===== src/verilog/pdp8_isa_pkg.sv =====
/*
 * pdp8 instruction set definitions
 * word type, the two views of an instruction word, opcodes and codes
 */
package pdp8_isa_pkg;

    typedef logic [0:11] word_t;  // bit 0 is the msb

    typedef struct packed {
        logic [0:2] opcode;
        logic       indirect;
        logic       page;         // current page when set
        logic [0:6] addr;
    } mem_ref_t;

    // micro-op bits 4..11 are uop, code and uop11
    typedef struct packed {
        logic [0:3] prefix;       // group select
        logic [4:7] uop;
        logic [0:2] code;         // bits 8-10, rotate or eae code
        logic       uop11;
    } operate_t;

    typedef union packed {
        word_t    word;
        mem_ref_t mem;
        operate_t opr;
    } instr_u;

    localparam logic [2:0] OPC_AND = 3'o0;
    localparam logic [2:0] OPC_TAD = 3'o1;
    localparam logic [2:0] OPC_DCA = 3'o3;

    localparam logic [3:0] GROUP1_PREFIX = 4'b1110;
    localparam logic [3:0] GROUP3_PREFIX = 4'b1111;  // with bit 11 set

    localparam logic [2:0] ROT_BSW = 3'b001;
    localparam logic [2:0] ROT_RAL = 3'b010;
    localparam logic [2:0] ROT_RTL = 3'b011;
    localparam logic [2:0] ROT_RAR = 3'b100;
    localparam logic [2:0] ROT_RTR = 3'b101;

    localparam logic [2:0] EAE_SHL = 3'd5;  // 7413
    localparam logic [2:0] EAE_ASR = 3'd6;  // 7415
    localparam logic [2:0] EAE_LSR = 3'd7;  // 7417

endpackage


===== src/verilog/pdp8_ac_pkg.sv =====
/*
 * accumulator unit datapath constants
 * widths, shift limits and the operation classes
 */
package pdp8_ac_pkg;

    localparam int WORD_W = 12;
    localparam int SC_W   = 5;     // eae step count from operand bits 7-11

    // counts at or above this give the saturated result in one step
    localparam int unsigned SHIFT_LIMIT = 24;

    typedef enum logic [2:0] {
        OP_NONE   = 3'd0,  // completes without touching registers
        OP_AND    = 3'd1,
        OP_TAD    = 3'd2,
        OP_DCA    = 3'd3,
        OP_GROUP1 = 3'd4,
        OP_GROUP3 = 3'd5,
        OP_SHIFT  = 3'd6
    } op_class_e;

endpackage


===== src/verilog/ac_instr_decode.sv =====
`timescale 1ns/1ps
/*
 * instruction decode
 * latches the word on an accepted start, classifies it and issues a cycle later
 */
module ac_instr_decode (
    input  logic                         clk,
    input  logic                         rst,
    input  logic                         start,
    input  pdp8_isa_pkg::word_t          instruction,
    input  pdp8_isa_pkg::word_t          operand,
    input  logic                         busy,
    output logic                         issue,
    output pdp8_ac_pkg::op_class_e       op_class,
    output pdp8_isa_pkg::word_t          op_operand,
    output logic                         cla,
    output logic                         cll,
    output logic                         cma,
    output logic                         cml,
    output logic                         iac,
    output logic                         mqa,
    output logic                         mql,
    output logic [2:0]                   rot_code,
    output logic [2:0]                   shift_code,
    output logic [pdp8_ac_pkg::SC_W-1:0] shift_count
);
    import pdp8_isa_pkg::*;
    import pdp8_ac_pkg::*;

    instr_u iw;
    word_t  operand_q;
    logic   pending;     // word captured, issue next edge
    logic   is_g1;
    logic   is_g3;

    always_ff @(posedge clk)
    begin
        if (start && !busy)
        begin
            iw.word   <= instruction;
            operand_q <= operand;
        end
    end

    always_ff @(posedge clk)
    begin
        if (rst)
        begin
            pending <= 1'b0;
            issue   <= 1'b0;
        end
        else
        begin
            pending <= start && !busy;
            issue   <= pending;
        end
    end

    // memory reference view first, operate view for the rest
    always_comb
    begin
        op_class = OP_NONE;
        case (iw.mem.opcode)
            OPC_AND: op_class = OP_AND;
            OPC_TAD: op_class = OP_TAD;
            OPC_DCA: op_class = OP_DCA;
            default:
            begin
                if (iw.opr.prefix == GROUP1_PREFIX)
                    op_class = OP_GROUP1;
                else if (iw.opr.prefix == GROUP3_PREFIX && iw.opr.uop11)
                begin
                    if (iw.opr.code inside {EAE_SHL, EAE_ASR, EAE_LSR})
                        op_class = OP_SHIFT;
                    else if (iw.opr.code == 3'b000 && !iw.opr.uop[6])  // no sca
                        op_class = OP_GROUP3;
                end
            end
        endcase
    end

    assign is_g1 = (op_class == OP_GROUP1);
    assign is_g3 = (op_class == OP_GROUP3);

    assign cla = (is_g1 || is_g3) && iw.opr.uop[4];
    assign cll = is_g1 && iw.opr.uop[5];
    assign cma = is_g1 && iw.opr.uop[6];
    assign cml = is_g1 && iw.opr.uop[7];
    assign iac = is_g1 && iw.opr.uop11;
    assign mqa = is_g3 && iw.opr.uop[5];
    assign mql = is_g3 && iw.opr.uop[7];

    assign rot_code    = is_g1 ? iw.opr.code : 3'b000;
    assign shift_code  = iw.opr.code;
    assign shift_count = operand_q[7:11];  // low five bits of the count word
    assign op_operand  = operand_q;

endmodule


===== src/verilog/ac_operate_unit.sv =====
`timescale 1ns/1ps
/*
 * single pass execute
 * memory reference, group 1 and group 3 results for link, ac and mq
 */
module ac_operate_unit (
    input  pdp8_ac_pkg::op_class_e op_class,
    input  pdp8_isa_pkg::word_t    op_operand,
    input  logic                   cla,
    input  logic                   cll,
    input  logic                   cma,
    input  logic                   cml,
    input  logic                   iac,
    input  logic                   mqa,
    input  logic                   mql,
    input  logic [2:0]             rot_code,
    input  logic                   link,
    input  pdp8_isa_pkg::word_t    ac,
    input  pdp8_isa_pkg::word_t    mq,
    output logic                   next_link,
    output pdp8_isa_pkg::word_t    next_ac,
    output pdp8_isa_pkg::word_t    next_mq
);
    import pdp8_isa_pkg::*;
    import pdp8_ac_pkg::*;

    logic [WORD_W:0] tad_sum;
    logic            g1_link;
    word_t           g1_ac;
    logic            rot_link;
    word_t           rot_ac;
    word_t           g3_t;

    assign tad_sum = {link, ac} + {1'b0, op_operand};  // carry flips the link

    // clear, complement, increment, then rotate
    always_comb
    begin
        g1_ac   = cla ? '0 : ac;
        g1_link = cll ? 1'b0 : link;
        if (cma)
            g1_ac = ~g1_ac;
        if (cml)
            g1_link = ~g1_link;
        if (iac)
            {g1_link, g1_ac} = {g1_link, g1_ac} + 1'b1;
        case (rot_code)
            ROT_BSW: {rot_link, rot_ac} = {g1_link, g1_ac[6:11], g1_ac[0:5]};
            ROT_RAL: {rot_link, rot_ac} = {g1_ac, g1_link};
            ROT_RTL: {rot_link, rot_ac} = {g1_ac[1:11], g1_link, g1_ac[0]};
            ROT_RAR: {rot_link, rot_ac} = {g1_ac[11], g1_link, g1_ac[0:10]};
            ROT_RTR: {rot_link, rot_ac} = {g1_ac[10:11], g1_link, g1_ac[0:9]};
            default: {rot_link, rot_ac} = {g1_link, g1_ac};
        endcase
    end

    assign g3_t = cla ? '0 : ac;

    always_comb
    begin
        next_link = link;
        next_ac   = ac;
        next_mq   = mq;
        case (op_class)
            OP_AND:    next_ac = ac & op_operand;
            OP_TAD:    {next_link, next_ac} = tad_sum;
            OP_DCA:    next_ac = '0;  // store happens outside
            OP_GROUP1: {next_link, next_ac} = {rot_link, rot_ac};
            OP_GROUP3:
            begin
                next_ac = (mqa ? mq : '0) | (mql ? '0 : g3_t);
                next_mq = mql ? g3_t : mq;
            end
            default: ;
        endcase
    end

endmodule


===== src/verilog/eae_shift_unit.sv =====
`timescale 1ns/1ps
/*
 * eae mode A shift engine
 * SHL, ASR and LSR over link, ac and mq, one place per cycle
 * counts at or above the limit load the saturated value in one step
 */
module eae_shift_unit (
    input  logic                         clk,
    input  logic                         rst,
    input  logic                         issue,
    input  pdp8_ac_pkg::op_class_e       op_class,
    input  logic [2:0]                   shift_code,
    input  logic [pdp8_ac_pkg::SC_W-1:0] shift_count,
    input  logic                         link,
    input  pdp8_isa_pkg::word_t          ac,
    input  pdp8_isa_pkg::word_t          mq,
    output logic                         shift_done,
    output logic                         shift_link,
    output pdp8_isa_pkg::word_t          shift_ac,
    output pdp8_isa_pkg::word_t          shift_mq
);
    import pdp8_isa_pkg::*;
    import pdp8_ac_pkg::*;

    logic            launch;
    logic            saturate;
    logic            sat_neg;
    logic            active;
    logic [SC_W-1:0] steps_left;

    // one place of movement, returns {link, ac, mq}
    function automatic logic [0:2*WORD_W] shift_step(input logic [2:0] code,
                                                      input word_t a,
                                                      input word_t m);
        case (code)
            EAE_SHL: shift_step = {a, m, 1'b0};
            EAE_ASR: shift_step = {a[0], a[0], a, m[0:WORD_W-2]};  // sign fill
            default: shift_step = {2'b00, a, m[0:WORD_W-2]};
        endcase
    endfunction

    assign launch   = issue && (op_class == OP_SHIFT);
    assign saturate = (shift_count >= SHIFT_LIMIT);
    assign sat_neg  = (shift_code == EAE_ASR) && ac[0];

    // first step happens on the launch edge itself, from the live registers
    always_ff @(posedge clk)
    begin
        if (launch)
        begin
            if (saturate)
                {shift_link, shift_ac, shift_mq} <= {(2*WORD_W+1){sat_neg}};
            else
                {shift_link, shift_ac, shift_mq} <= shift_step(shift_code, ac, mq);
        end
        else if (active)
            {shift_link, shift_ac, shift_mq} <= shift_step(shift_code, shift_ac, shift_mq);
    end

    always_ff @(posedge clk)
    begin
        if (rst)
        begin
            active     <= 1'b0;
            steps_left <= '0;
            shift_done <= 1'b0;
        end
        else if (launch)
        begin
            steps_left <= shift_count;
            active     <= !saturate && (shift_count != '0);
            shift_done <= saturate || (shift_count == '0);
        end
        else if (active)
        begin
            steps_left <= steps_left - 1'b1;
            active     <= (steps_left != 1);
            shift_done <= (steps_left == 1);  // last place moved
        end
        else
            shift_done <= 1'b0;
    end

endmodule


===== src/verilog/ac_result_reg.sv =====
`timescale 1ns/1ps
/*
 * architectural registers
 * link, ac and mq with write-back select, plus busy and done
 */
module ac_result_reg (
    input  logic                   clk,
    input  logic                   rst,
    input  logic                   start,
    input  logic                   issue,
    input  logic                   shift_done,
    input  pdp8_ac_pkg::op_class_e op_class,
    input  logic                   next_link,
    input  pdp8_isa_pkg::word_t    next_ac,
    input  pdp8_isa_pkg::word_t    next_mq,
    input  logic                   shift_link,
    input  pdp8_isa_pkg::word_t    shift_ac,
    input  pdp8_isa_pkg::word_t    shift_mq,
    output logic                   link,
    output pdp8_isa_pkg::word_t    ac,
    output pdp8_isa_pkg::word_t    mq,
    output logic                   busy,
    output logic                   done
);
    import pdp8_ac_pkg::*;

    logic op_write;

    assign op_write = issue && (op_class != OP_SHIFT);  // shifts wait for the engine

    always_ff @(posedge clk)
    begin
        if (rst)
        begin
            link <= 1'b0;
            ac   <= '0;
            mq   <= '0;
            busy <= 1'b0;
            done <= 1'b0;
        end
        else
        begin
            if (op_write)
                {link, ac, mq} <= {next_link, next_ac, next_mq};
            else if (shift_done)
                {link, ac, mq} <= {shift_link, shift_ac, shift_mq};
            done <= op_write || shift_done;
            if (start && !busy)
                busy <= 1'b1;
            else if (done)
                busy <= 1'b0;  // drops as done falls
        end
    end

endmodule


===== src/verilog/pdp8_ac_top.sv =====
`timescale 1ns/1ps
/*
 * pdp8 accumulator unit
 * decode, single pass execute, eae shifter and register write-back
 */
module pdp8_ac_top (
    input  logic                clk,
    input  logic                rst,
    input  logic                start,
    input  pdp8_isa_pkg::word_t instruction,
    input  pdp8_isa_pkg::word_t operand,
    output logic                link,
    output pdp8_isa_pkg::word_t ac,
    output pdp8_isa_pkg::word_t mq,
    output logic                busy,
    output logic                done
);
    import pdp8_isa_pkg::*;
    import pdp8_ac_pkg::*;

    logic            issue;
    op_class_e       op_class;
    word_t           op_operand;
    logic            cla;
    logic            cll;
    logic            cma;
    logic            cml;
    logic            iac;
    logic            mqa;
    logic            mql;
    logic [2:0]      rot_code;
    logic [2:0]      shift_code;
    logic [SC_W-1:0] shift_count;
    logic            next_link;
    word_t           next_ac;
    word_t           next_mq;
    logic            shift_done;
    logic            shift_link;
    word_t           shift_ac;
    word_t           shift_mq;

    ac_instr_decode i_decode (
        .clk(clk), .rst(rst), .start(start), .instruction(instruction),
        .operand(operand), .busy(busy), .issue(issue), .op_class(op_class),
        .op_operand(op_operand), .cla(cla), .cll(cll), .cma(cma), .cml(cml),
        .iac(iac), .mqa(mqa), .mql(mql), .rot_code(rot_code),
        .shift_code(shift_code), .shift_count(shift_count)
    );

    ac_operate_unit i_operate (
        .op_class(op_class), .op_operand(op_operand), .cla(cla), .cll(cll),
        .cma(cma), .cml(cml), .iac(iac), .mqa(mqa), .mql(mql),
        .rot_code(rot_code), .link(link), .ac(ac), .mq(mq),
        .next_link(next_link), .next_ac(next_ac), .next_mq(next_mq)
    );

    eae_shift_unit i_shift (
        .clk(clk), .rst(rst), .issue(issue), .op_class(op_class),
        .shift_code(shift_code), .shift_count(shift_count), .link(link),
        .ac(ac), .mq(mq), .shift_done(shift_done), .shift_link(shift_link),
        .shift_ac(shift_ac), .shift_mq(shift_mq)
    );

    ac_result_reg i_result (
        .clk(clk), .rst(rst), .start(start), .issue(issue),
        .shift_done(shift_done), .op_class(op_class), .next_link(next_link),
        .next_ac(next_ac), .next_mq(next_mq), .shift_link(shift_link),
        .shift_ac(shift_ac), .shift_mq(shift_mq), .link(link), .ac(ac),
        .mq(mq), .busy(busy), .done(done)
    );

endmodule


===== config.mk =====
export PLATFORM = sky130hd
export DESIGN_NAME = pdp8_ac_top
export DESIGN_NICKNAME = d
export VERILOG_FILES = /design/src/verilog/pdp8_isa_pkg.sv /design/src/verilog/pdp8_ac_pkg.sv /design/src/verilog/ac_instr_decode.sv /design/src/verilog/ac_operate_unit.sv /design/src/verilog/eae_shift_unit.sv /design/src/verilog/ac_result_reg.sv /design/src/verilog/pdp8_ac_top.sv
export SDC_FILE = /design/constraint.sdc
export NUM_CORES = 1
export LEC_CHECK = 0
export BUFFER_PORTS_ARGS = -buffer_cell sky130_fd_sc_hd__buf_2
export CORE_AREA = 2 2 140 142
export CTS_CLUSTER_DIAMETER = 150
export DETAILED_ROUTE_END_ITERATION = 8
export DIE_AREA = 0 0 142 144
export GPL_TIMING_DRIVEN = 0
export PLACE_DENSITY = 0.52
export SETUP_SLACK_MARGIN = 0.15
export SLEW_MARGIN = 20
export SYNTH_ARGS = -nofsm -noshare
export SYNTH_HDL_FRONTEND = slang
export SYNTH_SLANG_ARGS = --single-unit

===== constraint.sdc =====
create_clock -name clk -period 7.65 [get_ports clk]
set_input_delay 0.765 -clock clk [delete_from_list [all_inputs] [get_ports clk]]
set_output_delay 0.765 -clock clk [all_outputs]
set_load 0.005 [all_outputs]

==> impl_results.md <==
* Height of the die at 144 um
* Die Area at 20400 um^2
* Skew final at 10.8 ps
* Port Buffers at 52
* Register area share after synthesis at 0.334
* RSZ-0062 raised after global routing: false
* Setup WS pre-CTS at 4250 ps
* Actual slew at the worst max-slew pin at 930 ps
* Crit path kind: flop to flop
* Share of post-route cells with drive strength above 1 at 0.107
* Critical path peak fanout at 10
* Core area at 19100 um^2
* Post-CTS setup buffer count at 0
* Vias in the first global route at 6517
* Post_cts resized at 0
* Skew-Pair Late Insertion Delay at 360 ps
* Non-Filler Instances at 1156
* Met1 usage at 0.377
* FF-to-FF path depth at 9
* FF/Latch Area at 2190 um^2
* P_leak at 2.57 nW
* Setup TNS at 0 ps
* Synthesis Warnings at 0
* Syn_area_per_cell at 7.73 um^2
* Pre-antenna DRT Iters at 5
* Global-route wire length before repair at 40100 um
* Syn Inst Count at 849
* HP Class: flop to flop
* Number of max-cap violations at 0
* WL/cell at 22.6 um
* CTS H-tree lvls at 3
* Via density at 6.14
* Startpoint types: flop
* Min Clock Period, post-route at 3540 ps
* Post-CTS Hold Fix Bufs at 0
* Pin count of the biggest net entering global routing at 25
* N_diodes at 0
* Final Hold Fails at 0
* Row count at 51
* DRT antenna net count at 0
* Area grow syn2layout at 13.4%
* Met2 usage at 0.382
* IO Count at 54
* Total gr overflow at 0
* Synth Cell Area at 6560 um^2
* Asr flop ratio synth at 0
* Final worst setup slack at 4110 ps
* Fillers at 1980
* Status: finished clean
* Final Cycle Share at 0.463
* Max rail drop VDD at 0.119 mV
* All-Layer GR Usage at 0.258
* Critical Path AT at 3840 ps
* Initial antenna violation count at 0
* Rel. slew slack at 0.376
* Die width at 142 um
* Power per cell area at 150 nW/um^2
* CTS clk-pin slew, worst paths at 70 ps
* Cells on Worst Hold Path at 1
* Final setup fails at 0
* Primary FF master, synth: edfxtp_1
* Syn Nets at 891
* CTS Sinks at 85
* Synthesized flop and latch total at 85
* Top Usage Layer GRT: met2
* Met3 Usage GRT at 0.0513
* Cell count after placement at 1140
* Critical Path RT at 7950 ps
* Total Wirelength at 26200 um
* Placed instance area at 7150 um^2
* Synth cell types at 76
* Max Slew Vio Count at 0
* 1st-iter DRT viols at 873
* Nets at 955
* Clock Path Buffers at 2
* Setup crit end kind: flop
* CTS tree: done
* Vias at 7098
* RD Place Congestion at 1.00
* Post-synth EDFFs at 49
* Multi-input gate area at 4030 um^2
* Initial Util at 0.344
* Final instance area at 7440 um^2
* Max Fclk at 0.282 GHz
* # DRC at 0
* Root buf cell: clkbuf_16
* DP HPWL at 19300 um
* Num CTS Buffers at 9
* Design Power at 1.11 mW
flip-flops by register name, summed over array words and instances (netlist names):
| name | count |
|---|---|
| i_decode.iw | 12 |
| i_decode.op_operand | 12 |
| i_result.ac | 12 |
| i_result.mq | 12 |
| i_shift.shift_ac | 12 |
| i_shift.shift_mq | 12 |
| i_shift.steps_left | 5 |
| i_decode.issue | 1 |
| i_decode.pending | 1 |
| i_result.busy | 1 |
| i_result.done | 1 |
| i_result.link | 1 |
| i_shift.active | 1 |
| i_shift.shift_done | 1 |
| i_shift.shift_link | 1 |
logic make-up (layout without fill, tap and decap cells):
logic type	count (synthesis)	count (layout)	share of synthesized area
AO/OA/AOI/OAI	291	291	0.298
XOR/XNOR	23	23	0.0307
adder cells (fa/ha/maj)	15	15	0.0297
buffers and inverters	84	153	0.0538
flip-flops	85	85	0.334
multiplexers	7	7	0.0116
AND/OR/NAND/NOR	344	344	0.242
metal layers:
metal,routed length (um),share of wire
met5,0,0
met4,666,0.025
met3,2400,0.092
met2,11100,0.42
met1,12000,0.46
path summary, 6_finish.rpt:
path | slack [ps] | from | endpoint
hold / removal | 440 | i_decode.pending$_SDFF_PP0_ | i_decode.issue$_SDFF_PP0_
setup reg to reg | 4110 | i_decode.iw[3]$_DFFE_PP_ | i_result.ac[10]$_SDFFE_PP0P_
setup / recovery | 4110 | i_decode.iw[3]$_DFFE_PP_ | i_result.ac[10]$_SDFFE_PP0P_
hold reg to reg | 440 | i_decode.pending$_SDFF_PP0_ | i_decode.issue$_SDFF_PP0_
metrics by stage:
stage | util | hold slack, ps
after floorplan | - | 414
after global placement | 0.373 | 418
after global routing | 0.390 | 477
after detailed placement | 0.375 | 429
after CTS | 0.390 | 446
final | 0.390 | 443
synthesized netlist by cell type (16+ instances only):
master,count,share of area
dfxtp_1,36,0.11
nor2_1,102,0.058
a21oi_1,61,0.047
clkbuf_1,56,0.032
nand3_1,16,0.012
a31oi_1,51,0.049
edfxtp_1,49,0.22
a22oi_1,23,0.026
o21ai_0,45,0.034
nor3_1,24,0.018
a211oi_1,23,0.026
nand2_1,141,0.081
cells in the final DEF, fill, tap and decap left out, drive strengths merged, types with 8 or more instances in the layout:
| master | instances |
|---|---|
| nand3 | 16 |
| a211oi | 23 |
| nor3 | 25 |
| o21ai | 46 |
| dfxtp | 36 |
| nand2 | 141 |
| ha | 14 |
| clkbuf | 65 |
| o221ai | 11 |
| a221oi | 11 |
| a31oi | 51 |
| inv | 17 |
| buf | 67 |
| a22oi | 23 |
| nor2 | 103 |
| a21oi | 63 |
| nor2b | 11 |
| nand2b | 8 |
| xnor2 | 12 |
| xor2 | 11 |
| edfxtp | 49 |
where the power goes:
| part | internal (mW) | switching (mW) | total, mW | leakage (nW) |
|---|---|---|---|---|
| registers | 0.494 | 0.0130 | 0.507 | 0.745 |
| logic | 0.0542 | 0.110 | 0.164 | 1.68 |
| clock network | 0.228 | 0.215 | 0.443 | 0.144 |
layout make-up:
class | count | area share
clock inverter | 7 | 0.00925
buffer | 70 | 0.0403
clock buffer | 9 | 0.0303
multi-input combinational | 680 | 0.541
inverter | 14 | 0.00706
sequential | 85 | 0.295
tap | 238 | 0.0400
timing repair buffer | 53 | 0.0377
worst max-delay path: stages (launching register included):
cell and delay, ps:
edfxtp_1 520, nor4bb_1 410, a21oi_1 160, nor3_1 720, a211oi_1 280, nand3_1 180, xor2_1 410, a221oi_1 210
o31ai_1 390, a32o_1 170
Note: power is estimated with default switching activity, not from simulation.
